--- src/rtl/emu_pkg.sv ---
`default_nettype none

package emu_pkg;

    // Datapath widths
    localparam int data_w = 64;     // Counters, scan words, target registers
    localparam int char_w = 8;      // One console byte

    // Host cycles per emulated target cycle
    localparam int tick_div = 4;
    localparam int phase_w  = $clog2(tick_div);

    // Console FIFO sizing
    localparam int fifo_depth = 8;
    localparam int ptr_w      = $clog2(fifo_depth);
    localparam int level_w    = $clog2(fifo_depth + 1);   // Holds 0..fifo_depth

    // What the target did on a host cycle
    typedef enum logic [1:0] {
        op_step = 2'd0,     // Plain advance, also the no-tick default
        op_emit = 2'd1,     // Advance and push a console byte
        op_trap = 2'd2      // Tick arrived while sitting on the trap point
    } target_op_t;

    // Positions in the flip-flop scan chain
    // Chain order is sdi -> trap -> state -> sdo
    typedef enum logic {
        scan_state = 1'b0,
        scan_trap  = 1'b1
    } scan_sel_t;

endpackage

`default_nettype wire

--- src/rtl/emu_ctrl_if.sv ---
`default_nettype none

interface emu_ctrl_if;

    logic tick;         // One host cycle per emulated cycle
    logic run_mode;     // Target allowed to run
    logic scan_mode;    // Host owns the target state
    logic trig;         // Target sits on its trap point

    modport ctrl (
        input  tick,
        input  trig,
        output run_mode
    );

    modport gate (
        input  run_mode,
        input  scan_mode,
        output tick
    );

    modport tgt (
        input  tick,
        input  scan_mode,
        output trig
    );

endinterface

`default_nettype wire

--- src/rtl/emu_clock_gate.sv ---
`default_nettype none

module emu_clock_gate (
    input  logic       host_clk,
    input  logic       host_rst,
    emu_ctrl_if.gate   ctrl,
    output logic       target_clk,
    output logic       idle
);

    import emu_pkg::*;

    logic [phase_w-1:0] phase;
    logic               phase_en;
    logic               phase_last;

    // Keep going mid-period even if run drops, so no partial target cycle
    assign phase_en   = (ctrl.run_mode && !ctrl.scan_mode) || (phase != '0);
    assign phase_last = (phase == phase_w'(tick_div - 1));

    always_ff @(posedge host_clk) begin
        if (host_rst) begin
            phase <= '0;
        end else if (phase_en) begin
            if (phase_last)
                phase <= '0;        // Wrap at the period boundary
            else
                phase <= phase + 1'b1;
        end
    end

    // Pulse on the edge that wraps the phase
    assign ctrl.tick = phase_en && phase_last;

    // Stopped and parked at the boundary
    assign idle = !ctrl.run_mode && (phase == '0);

    // High half then low half; rises together with the wrap
    assign target_clk = (phase < phase_w'(tick_div / 2));

endmodule

`default_nettype wire

--- src/rtl/emu_run_ctrl.sv ---
`default_nettype none

module emu_run_ctrl (
    input  logic                       host_clk,
    input  logic                       host_rst,
    input  logic                       do_pause,
    input  logic                       do_resume,
    input  logic                       count_write,
    input  logic                       step_write,
    input  logic [emu_pkg::data_w-1:0] count_wdata,
    input  logic [emu_pkg::data_w-1:0] step_wdata,
    output logic [emu_pkg::data_w-1:0] count,
    output logic                       step_trig,
    emu_ctrl_if.ctrl                   ctrl
);

    import emu_pkg::*;

    logic [data_w-1:0] step;
    logic [data_w-1:0] step_next;
    logic              run_tick;        // A tick that the target really spends
    logic              pause_held;      // Pause pulse waiting for a tick
    logic              pause_pend;
    logic              stop_req;

    assign run_tick = ctrl.run_mode && ctrl.tick;

    // Emulated cycle counter, host write wins
    always_ff @(posedge host_clk) begin
        if (host_rst)
            count <= '0;
        else if (count_write)
            count <= count_wdata;
        else if (run_tick)
            count <= count + 1'b1;
    end

    // Step countdown, parks at zero
    always_comb begin
        if (step_write)
            step_next = step_wdata;
        else if (step == '0)
            step_next = '0;
        else if (run_tick)
            step_next = step - 1'b1;
        else
            step_next = step;
    end

    always_ff @(posedge host_clk) begin
        if (host_rst)
            step <= '0;
        else
            step <= step_next;
    end

    assign step_trig = (step != '0) && (step_next == '0);    // Expires this cycle

    // Pause pulses can land between ticks
    always_ff @(posedge host_clk) begin
        if (host_rst)
            pause_held <= 1'b0;
        else if (ctrl.tick || do_resume)
            pause_held <= 1'b0;         // Consumed, or cancelled by resume
        else if (do_pause)
            pause_held <= 1'b1;
    end

    assign pause_pend = do_pause || pause_held;
    assign stop_req   = ctrl.trig || step_trig || pause_pend;

    // Stop only on a tick so the gate parks at a boundary
    always_ff @(posedge host_clk) begin
        if (host_rst)
            ctrl.run_mode <= 1'b1;      // Comes out of reset running
        else if (stop_req && ctrl.tick)
            ctrl.run_mode <= 1'b0;
        else if (do_resume)
            ctrl.run_mode <= 1'b1;
    end

endmodule

`default_nettype wire

--- src/rtl/emu_target.sv ---
`default_nettype none

module emu_target (
    input  logic                       host_clk,
    input  logic                       host_rst,
    emu_ctrl_if.tgt                    ctrl,
    input  logic                       ff_scan,
    input  logic                       ff_dir,
    input  logic [emu_pkg::data_w-1:0] ff_sdi,
    output logic [emu_pkg::data_w-1:0] ff_sdo,
    output emu_pkg::target_op_t        op,
    output logic [emu_pkg::char_w-1:0] emit_data
);

    import emu_pkg::*;

    // Scannable registers, indexed by chain position
    logic [data_w-1:0] regs [2];
    logic [data_w-1:0] state_next;
    logic [data_w-1:0] chain_in;
    logic              live_tick;       // Tick not stolen by scan mode
    logic              advance;

    assign state_next = regs[scan_state] + 1'b1;
    assign live_tick  = ctrl.tick && !ctrl.scan_mode;

    // Machine halts on its trap point until the host moves it
    assign ctrl.trig = (regs[scan_state] == regs[scan_trap]);
    assign advance   = live_tick && !ctrl.trig;

    // Recirculate from sdo unless loading from the host
    assign chain_in = ff_dir ? ff_sdi : ff_sdo;

    always_ff @(posedge host_clk) begin
        if (host_rst) begin
            regs[scan_state] <= '0;
            regs[scan_trap]  <= '1;     // No trap point after reset
        end else if (ff_scan) begin
            // One word per host cycle
            regs[scan_trap]  <= chain_in;
            regs[scan_state] <= regs[scan_trap];
        end else if (advance) begin
            regs[scan_state] <= state_next;
        end
    end

    assign ff_sdo = regs[scan_state];   // Tail of the chain

    // Classify this cycle for the console path
    always_comb begin
        op = op_step;
        if (live_tick) begin
            if (ctrl.trig)
                op = op_trap;
            else if (state_next[3:0] == 4'd0)
                op = op_emit;           // Crossed a multiple of 16
        end
    end

    assign emit_data = state_next[char_w-1:0];  // Low byte of new state

endmodule

`default_nettype wire

--- src/rtl/emu_putchar_fifo.sv ---
`default_nettype none

module emu_putchar_fifo (
    input  logic                       host_clk,
    input  logic                       host_rst,
    input  emu_pkg::target_op_t        op,
    input  logic [emu_pkg::char_w-1:0] emit_data,
    input  logic                       run_mode,
    output logic                       char_valid,
    output logic [emu_pkg::char_w-1:0] char_data
);

    import emu_pkg::*;

    logic [char_w-1:0]  mem [fifo_depth];
    logic [ptr_w-1:0]   wr_ptr;
    logic [ptr_w-1:0]   rd_ptr;
    logic [level_w-1:0] level;
    logic               full;
    logic               empty;
    logic               wr_en;
    logic               rd_en;

    assign full  = (level == level_w'(fifo_depth));
    assign empty = (level == '0);

    assign wr_en = (op == op_emit) && !full;    // Overflow byte is lost
    assign rd_en = !empty && run_mode;          // Drain only while running

    always_ff @(posedge host_clk) begin
        if (wr_en)
            mem[wr_ptr] <= emit_data;
    end

    // Pointers wrap naturally, depth is a power of two
    always_ff @(posedge host_clk) begin
        if (host_rst) begin
            wr_ptr <= '0;
            rd_ptr <= '0;
            level  <= '0;
        end else begin
            if (wr_en)
                wr_ptr <= wr_ptr + 1'b1;
            if (rd_en)
                rd_ptr <= rd_ptr + 1'b1;
            case ({wr_en, rd_en})
                2'b10:   level <= level + 1'b1;
                2'b01:   level <= level - 1'b1;
                default: level <= level;        // Both or neither
            endcase
        end
    end

    // Sink output one cycle after the read
    always_ff @(posedge host_clk) begin
        if (host_rst)
            char_valid <= 1'b0;
        else
            char_valid <= rd_en;
    end

    always_ff @(posedge host_clk) begin
        if (rd_en)
            char_data <= mem[rd_ptr];
    end

endmodule

`default_nettype wire

--- src/rtl/emu_host.sv ---
`default_nettype none

module emu_host (
    input  logic                       host_clk,
    input  logic                       host_rst,
    input  logic                       do_pause,
    input  logic                       do_resume,
    input  logic                       scan_mode,
    input  logic                       ff_scan,
    input  logic                       ff_dir,
    input  logic [emu_pkg::data_w-1:0] ff_sdi,
    input  logic                       count_write,
    input  logic [emu_pkg::data_w-1:0] count_wdata,
    input  logic                       step_write,
    input  logic [emu_pkg::data_w-1:0] step_wdata,
    output logic                       target_clk,
    output logic                       run_mode,
    output logic                       idle,
    output logic                       trig,
    output logic                       step_trig,
    output logic [emu_pkg::data_w-1:0] ff_sdo,
    output logic [emu_pkg::data_w-1:0] count,
    output logic                       char_valid,
    output logic [emu_pkg::char_w-1:0] char_data
);

    import emu_pkg::*;

    target_op_t        op;
    logic [char_w-1:0] emit_data;

    emu_ctrl_if ctrl_if ();

    assign ctrl_if.scan_mode = scan_mode;   // Host level straight in
    assign run_mode          = ctrl_if.run_mode;
    assign trig              = ctrl_if.trig;

    emu_clock_gate u_clock_gate (
        .host_clk   (host_clk),
        .host_rst   (host_rst),
        .ctrl       (ctrl_if.gate),
        .target_clk (target_clk),
        .idle       (idle)
    );

    emu_run_ctrl u_run_ctrl (
        .host_clk    (host_clk),
        .host_rst    (host_rst),
        .do_pause    (do_pause),
        .do_resume   (do_resume),
        .count_write (count_write),
        .step_write  (step_write),
        .count_wdata (count_wdata),
        .step_wdata  (step_wdata),
        .count       (count),
        .step_trig   (step_trig),
        .ctrl        (ctrl_if.ctrl)
    );

    emu_target u_target (
        .host_clk  (host_clk),
        .host_rst  (host_rst),
        .ctrl      (ctrl_if.tgt),
        .ff_scan   (ff_scan),
        .ff_dir    (ff_dir),
        .ff_sdi    (ff_sdi),
        .ff_sdo    (ff_sdo),
        .op        (op),
        .emit_data (emit_data)
    );

    // Console bytes towards the host sink
    emu_putchar_fifo u_putchar_fifo (
        .host_clk   (host_clk),
        .host_rst   (host_rst),
        .op         (op),
        .emit_data  (emit_data),
        .run_mode   (ctrl_if.run_mode),
        .char_valid (char_valid),
        .char_data  (char_data)
    );

endmodule

`default_nettype wire

--- config.mk ---
export PLATFORM = sky130hd
export DESIGN_NAME = emu_host
export DESIGN_NICKNAME = d
export VERILOG_FILES = /design/src/rtl/emu_pkg.sv /design/src/rtl/emu_ctrl_if.sv /design/src/rtl/emu_clock_gate.sv /design/src/rtl/emu_run_ctrl.sv /design/src/rtl/emu_target.sv /design/src/rtl/emu_putchar_fifo.sv /design/src/rtl/emu_host.sv
export SDC_FILE = /design/constraint.sdc
export NUM_CORES = 1
export LEC_CHECK = 0
export ABC_AREA = 1
export BUFFER_PORTS_ARGS = -buffer_cell sky130_fd_sc_hd__buf_2
export CORE_MARGIN = 4
export CORE_UTILIZATION = 50
export CTS_BUF_LIST = sky130_fd_sc_hd__clkbuf_4 sky130_fd_sc_hd__clkbuf_8
export CTS_CLUSTER_DIAMETER = 200
export DETAILED_ROUTE_END_ITERATION = 8
export GPL_TIMING_DRIVEN = 1
export PLACE_DENSITY = 0.75
export SYNTH_ARGS = -nofsm -noshare
export SYNTH_HDL_FRONTEND = slang
export SYNTH_SLANG_ARGS = --single-unit
--- constraint.sdc ---
create_clock -name host_clk -period 4.2 [get_ports host_clk]
set_input_delay 0.21 -clock host_clk [delete_from_list [all_inputs] [get_ports host_clk]]
set_output_delay 0.21 -clock host_clk [all_outputs]
set_load 0.01 [all_outputs]
Yosys cells after proc, flatten, opt, wreduce, memory -nomap -nowiden
Memory sizes are Yosys's and may differ from the RTL's. A register that Yosys moved wholly into a read port is not among the register bits.
Cells that the tools add are included.
{"block": "word_totals", "out_inout_bits": 142, "ff_bits": 143, "mem_bits_rw": 192, "memories": 2, "in_bits": 201, "word_cells": 87}
{"name": "u_target.regs", "depth": 2, "word_bits": 64, "read_ports": 2, "rd_ports_with_merged_regs": 0, "write_ports": 2, "line_no": "emu_target.sv:18", "text": "logic [data_w-1:0] regs [2];"}
{"name": "u_putchar_fifo.mem", "depth": 8, "word_bits": 8, "read_ports": 1, "rd_ports_with_merged_regs": 1, "write_ports": 1, "line_no": "emu_putchar_fifo.sv:15", "text": "logic [char_w-1:0] mem [fifo_depth];"}
{"block": "op_classes", "addsub": 8, "bitwise": 3, "eq_ne": 6, "magnitude_cmp": 1, "reduce_logical": 31, "muxes": 27}
{"cell": "$mux W64", "n": 9}
{"cell": "$add A64 B1 Y64 const B", "n": 2}
{"cell": "$logic_not A64 Y1", "n": 2}
{"cell": "$eq A64 B64 Y1", "n": 1}
{"cell": "$reduce_bool A64 Y1", "n": 1}
{"cell": "$sub A64 B1 Y64 const B", "n": 1}
{"cell": "$mux W1", "n": 14}
{"cell": "$logic_and A1 B1 Y1", "n": 10}
{"cell": "$logic_not A4 Y1", "n": 2}
{"cell": "$pmux W4 S2", "n": 1}
{"cell": "$reduce_bool A2 Y1", "n": 4}
{"cell": "$add A3 B1 Y3 const B", "n": 2}
{"cell": "$mux W2", "n": 3}
{"cell": "$logic_not A1 Y1", "n": 5}
{"cell": "$logic_or A1 B1 Y1", "n": 5}
{"cell": "$add A4 B1 Y4 const B", "n": 1}
{"cell": "$eq A2 B1 Y1 const B", "n": 2}
{"cell": "$eq A2 B2 Y1 const B", "n": 2}
{"cell": "$eq A4 B4 Y1 const B", "n": 1}
{"cell": "$sub A4 B1 Y4 const B", "n": 1}
{"cell": "$or A1 B1 Y1", "n": 3}
{"cell": "$add A2 B1 Y2 const B", "n": 1}
{"cell": "$logic_not A2 Y1", "n": 1}
{"cell": "$lt A2 B2 Y1 const B", "n": 1}
{"cell": "$reduce_or A2 Y1", "n": 1}

Depth between registers and ports, before layout
{"block": "logic_depth", "depth_word": 14, "mapped_depth": 22}

By module
A second synthesis with hierarchy kept.
{"block": "unflattened", "hier_cells": 3206, "area_unflattened_um2": 21892.2}
{"module": "emu_run_ctrl", "n_inst": 1, "area_per_inst_um2": 9351.5, "seq_area_each_um2": 2602.5, "cells_per_inst": 1607}
{"module": "emu_target", "n_inst": 1, "area_per_inst_um2": 9031.2, "seq_area_each_um2": 3843.7, "cells_per_inst": 1300}
{"module": "emu_putchar_fifo", "n_inst": 1, "area_per_inst_um2": 3358.2, "seq_area_each_um2": 2382.3, "cells_per_inst": 275}
{"module": "emu_clock_gate", "n_inst": 1, "area_per_inst_um2": 151.4, "seq_area_each_um2": 40.0, "cells_per_inst": 24}

Least setup slack after synthesis
Ideal clock, no wire load.
{"block": "synth_path", "path_kind": "reg2reg", "start": "memory u_target.regs[0][15]", "end": "memory u_target.regs[0][0], enable pin", "t_arrival_ns": 2.398, "setup_time_ns": 0.693, "path_slack_ns": 1.110, "t_required_ns": 3.507, "path_stages_with_launch": 10, "path_buffers": 1, "period_less_slack_ns": 3.090, "cell_sequence": "edfxtp_1 clkbuf_1 xnor2_1 nand3_1 nor4_1 nand2_1 nor2_1 nand2_1 nand2_1 nand2_1"}
{"item": "start: declaration", "line_no": "emu_target.sv:18"}

Worst setup path in the final report
{"block": "layout_path", "start": "register u_run_ctrl.step[46]", "end": "output step_trig"}
{"block": "layout_via", "elab_chain_cells": 6, "elab_cells_between_ends": 8, "classes_between": "add/sub (1); mux (3); reduce/logical (4)"}
{"item": "start: declaration", "line_no": "emu_run_ctrl.sv:19", "text": "logic [data_w-1:0] step;"}
{"item": "start signal: assignment", "line_no": "emu_run_ctrl.sv:54", "text": "step <= step_next;"}
{"item": "$sub A64 B1 Y64", "line_no": "emu_run_ctrl.sv:45", "text": "step_next = step - 1'b1;"}
{"item": "$mux W64", "line_no": "emu_run_ctrl.sv:44", "text": "else if (run_tick)"}
{"item": "$mux W64", "line_no": "emu_run_ctrl.sv:42", "text": "else if (step == '0)"}
{"item": "$mux W64", "line_no": "emu_run_ctrl.sv:40", "text": "if (step_write)"}
{"item": "$logic_not A64 Y1", "line_no": "emu_run_ctrl.sv:57", "text": "assign step_trig = (step != '0) && (step_next == '0);"}
{"item": "$logic_and A1 B1 Y1 (*)", "line_no": "emu_run_ctrl.sv:57"}
{"item": "end: declaration", "line_no": "emu_host.sv:20", "text": "output logic step_trig,"}
Mark *: on every way between the ends. The rest lies on a longest branch, timed or not.

==> impl_metrics.py <==
metrics = {
    "outcome": {
        "outcome": "complete, no violations",
    },
    "power_and_ir_drop": {
        "leakage_nw": 11.29,
        "sw_frac_of_total_pct": 32.60,
        "power.share.clock_pct": 34.7,
        "p_int_mw": 6.501,
        "power_density_nw_per_um2": 367.7,
        "total_power_mw": 9.645,
        "ir_worst_vdd_uv": 260.8,
        "seq_power_share_pct": 42.8,
        "comb_power_share_pct": 22.5,
        "p_sw_mw": 3.144,
    },
    "clock_tree": {
        "clock_path_buffers": 3,
        "cts_setup_buffers": 0,
        "cts_buffers": 61,
        "cts_root_buf": "clkbuf_8",
        "path_clk_slew_ps": 60,
        "clock-sinks": 343,
        "clk_latency_ps": 700,
        "htree_levels": 2,
        "cts_tree": "built",
    },
    "yosys": {
        "ys_types": 59,
        "avgSynthCellArea_um2": 7.242,
        "synthCells": 2861,
        "synthFlopType": "edfxtp_1",
        "synth_nets": 3074,
        "synth_seq_area_share_pct": 42.80,
        "netlist_area_um2": 20720,
        "postSynth.asyncResetShare_pct": 0,
        "synth_edf_count": 200,
        "ys_seq_elements": 343,
        "synth_warnings": 0,
    },
    "critical_path": {
        "reg2reg_slack_ps": 640,
        "cp-start-kind": "register",
        "required_ps": 3990,
        "cp.arrival_ps": 3710,
        "crit_fanout": 33,
        "setup.worst_path.class": "reg -> out",
        "worstSetupEndpointType": "primary output",
    },
    "sta": {
        "setup_tns_ps": 0,
        "min_period_ps": 3924,
        "finalWorstSetupSlack_ps": 276.4,
        "rsz0062_at_grt": "no",
        "fmax_mhz": 254.9,
        "fin_skew_ps": 55.40,
        "period_share_pct": 93.42,
        "tightestPinTransition_ps": 1071,
        "hold_viol": 0,
        "slew-limit-headroom_pct": 28.49,
        "drv_slew": 0,
        "finalSetupViolations": 0,
    },
    "routing": {
        "drc": 0,
        "via_per_inst": 5.591,
        "wirelength_mm": 73.25,
        "drt-initial-drc-count": 2276,
        "wl_per_cell_um": 18.40,
        "ant_nets": 0,
        "dr.pass1.iters": 7,
        "vias": 22260,
    },
    "global_route": {
        "track_usage_pct": 31.54,
        "grt_pass1_wl_mm": 113.8,
        "overflow": 0,
        "antenna_found_initial": 4,
        "first_global_vias": 21440,
        "grt_max_degree": 78,
    },
    "finish": {
        "fin_cells": 3982,
        "stdcell_area_um2": 26230,
        "finalNetCount": 3608,
        "drive_gt1_share_pct": 16.29,
        "syn2layout_area_growth_pct": 26.61,
    },
    "floorplanning": {
        "die-width_um": 211.6,
        "start_util_pct": 50.63,
        "placeableCoreArea_um2": 40920,
        "pin_count": 343,
        "num_rows": 74,
        "die_h_um": 211.6,
        "die-area_um2": 44760,
    },
    "job": {
        "maxCapViolations": 0,
    },
    "placed_design": {
        "routabilityCongestion": 1.023,
        "postPlaceCellArea_um2": 22880,
        "place_hpwl_mm": 50.44,
        "dp_cells": 3660,
        "dp_slack_ps": 732.7,
        "portBuffers": 342,
    },
    "hold_path": {
        "hold_path_class": "in -> reg",
    },
}
[power groups by stage]
stage / combinational [mW] / sequential [mW] / clock [mW]
floorplan: 1.26 / 4.19 / 0
global placement: 1.95 / 4.18 / 0
finish: 2.17 / 4.13 / 3.34
global route: 2.42 / 4.16 / 3.55
detailed placement: 1.99 / 4.19 / 0
CTS: 2.14 / 4.12 / 3.37
[flip-flops by register name (all words and copies together) (netlist names), 2 cells and up]
| name | count |
|---|---|
| u_run_ctrl.count | 64 |
| u_run_ctrl.step | 64 |
| u_target.regs | 128 |
| u_putchar_fifo.level | 4 |
| u_putchar_fifo.wr_ptr | 3 |
| u_putchar_fifo.char_data | 8 |
| u_putchar_fifo.mem | 64 |
| u_clock_gate.phase | 2 |
| u_putchar_fifo.rd_ptr | 3 |
[routing by layer]
| layer | global-route usage, % | up-vias | wire (um) |
|---|---|---|---|
| li1 | - | 10560 | - |
| met1 | 41.26 | 10260 | 29070 |
| met2 | 49.46 | 1178 | 33320 |
| met3 | 7.321 | 273 | 6892 |
| met4 | 15.59 | 0 | 3961 |
| met5 | 0 | - | 0 |
[synthesized netlist by cell type, drive strengths merged (2+ instances only)]
cell	number	area, um2
a211oi	2	15.01
inv	309	1162
o21a	2	15.01
xor2	68	595.6
a22o	3	26.28
nor3b	2	15.01
a31oi	59	369.1
a21oi	124	628.1
or2	5	31.28
ha	11	137.6
nand4	62	406.6
a21o	2	15.01
nor3	79	437.9
o211ai	6	45.04
and2	6	37.54
o31ai	2	15.01
o21ai	198	991.0
edfxtp	200	6006
o22ai	30	193.9
nor4	30	187.7
clkinv	3	12.51
nor2	415	1758
a21boi	14	120.1
dfxtp	143	2863
clkbuf	83	314.1
buf	11	81.32
nand3b	13	97.59
xnor2	31	271.5
nand3	120	668.1
o21bai	4	30.03
nand2	818	3110
[final timing paths]
path / startpoint / endpoint / cells after the start
worst max-delay path: u_run_ctrl.step[46] / step_trig / 18
worst min-delay path: count_write / u_run_ctrl.count[30] / 4
worst max register to register: u_target.regs[0][18] / u_putchar_fifo.level[3] / 20
worst min register to register: u_putchar_fifo.level[3] / u_putchar_fifo.level[3] / 2
[cells in the final DEF, fill, tap and decap left out, types with 7 or more instances in the layout]
cell type / n
nand2_1: 805
a31oi_1: 59
nor3_1: 71
nand4_1: 59
o21ai_0: 183
nor4_1: 30
o22ai_1: 29
clkbuf_4: 19
nor2_4: 17
nand3b_1: 13
buf_2: 340
a21oi_1: 122
xnor2_1: 31
o21ai_1: 15
nor2_2: 26
nor2_1: 370
inv_1: 303
nand3_1: 111
clkinv_2: 11
nand2_2: 11
buf_4: 21
ha_1: 10
edfxtp_1: 200
clkinv_1: 11
a21boi_1: 9
dlygate4sd3_1: 204
xor2_1: 68
clkbuf_8: 68
dfxtp_1: 143
diode_2: 7
[through the flow]
step                hold WS, ps  utilization (%)
floorplan                 287.1                -
global placement          398.1            55.91
detailed placement        386.5            55.91
CTS                       59.73            64.02
global route              122.9            64.08
finish                    118.8            64.10
[kinds of logic (layout without fill, tap and decap cells)]
| family | Yosys count | in the layout | synth area share, % |
|---|---|---|---|
| compound gates | 449 | 449 | 12.02 |
| simple gates | 1552 | 1552 | 32.65 |
| flops | 343 | 343 | 42.80 |
| buf+inv | 406 | 988 | 7.578 |
| fa+ha+maj | 12 | 12 | 0.7609 |
| xor+xnor | 99 | 99 | 4.185 |
| other cells | 0 | 7 | 0 |
[critical path, stage by stage (launching register included)]
cell and delay (ps):
dfxtp_1 360, nor2_1 170, nand2_1 100, nor2_1 200, nand2_1 130, nor2_4 120
nand2_2 220, nand2_8 270, inv_4 220, nand2_1 150, nand2_1 100, nor2_1 110
nand2_1 60, nor2_1 260, nand2_1 90, nor2_1 150, nand2_1 100, inv_1 70
buf_2 130
[final cells by class]
class	instances	area (um2)
Multi-Input combinational cell	2112	10330
Fill cell	3601	14690
Inverter	312	1175
Antenna cell	7	17.52
Clock inverter	24	196.4
Timing Repair Buffer	565	3901
Sequential cell	343	8869
Tap cell	532	665.6
Clock buffer	87	1079
[what timing repair did]
action	in CTS	in global routing
endpoints found under the setup margin	0	1
resized for setup	0	4
endpoints found under the hold margin	196	0
hold buffers	204	0
Note: power is estimated with default switching activity, not from simulation.
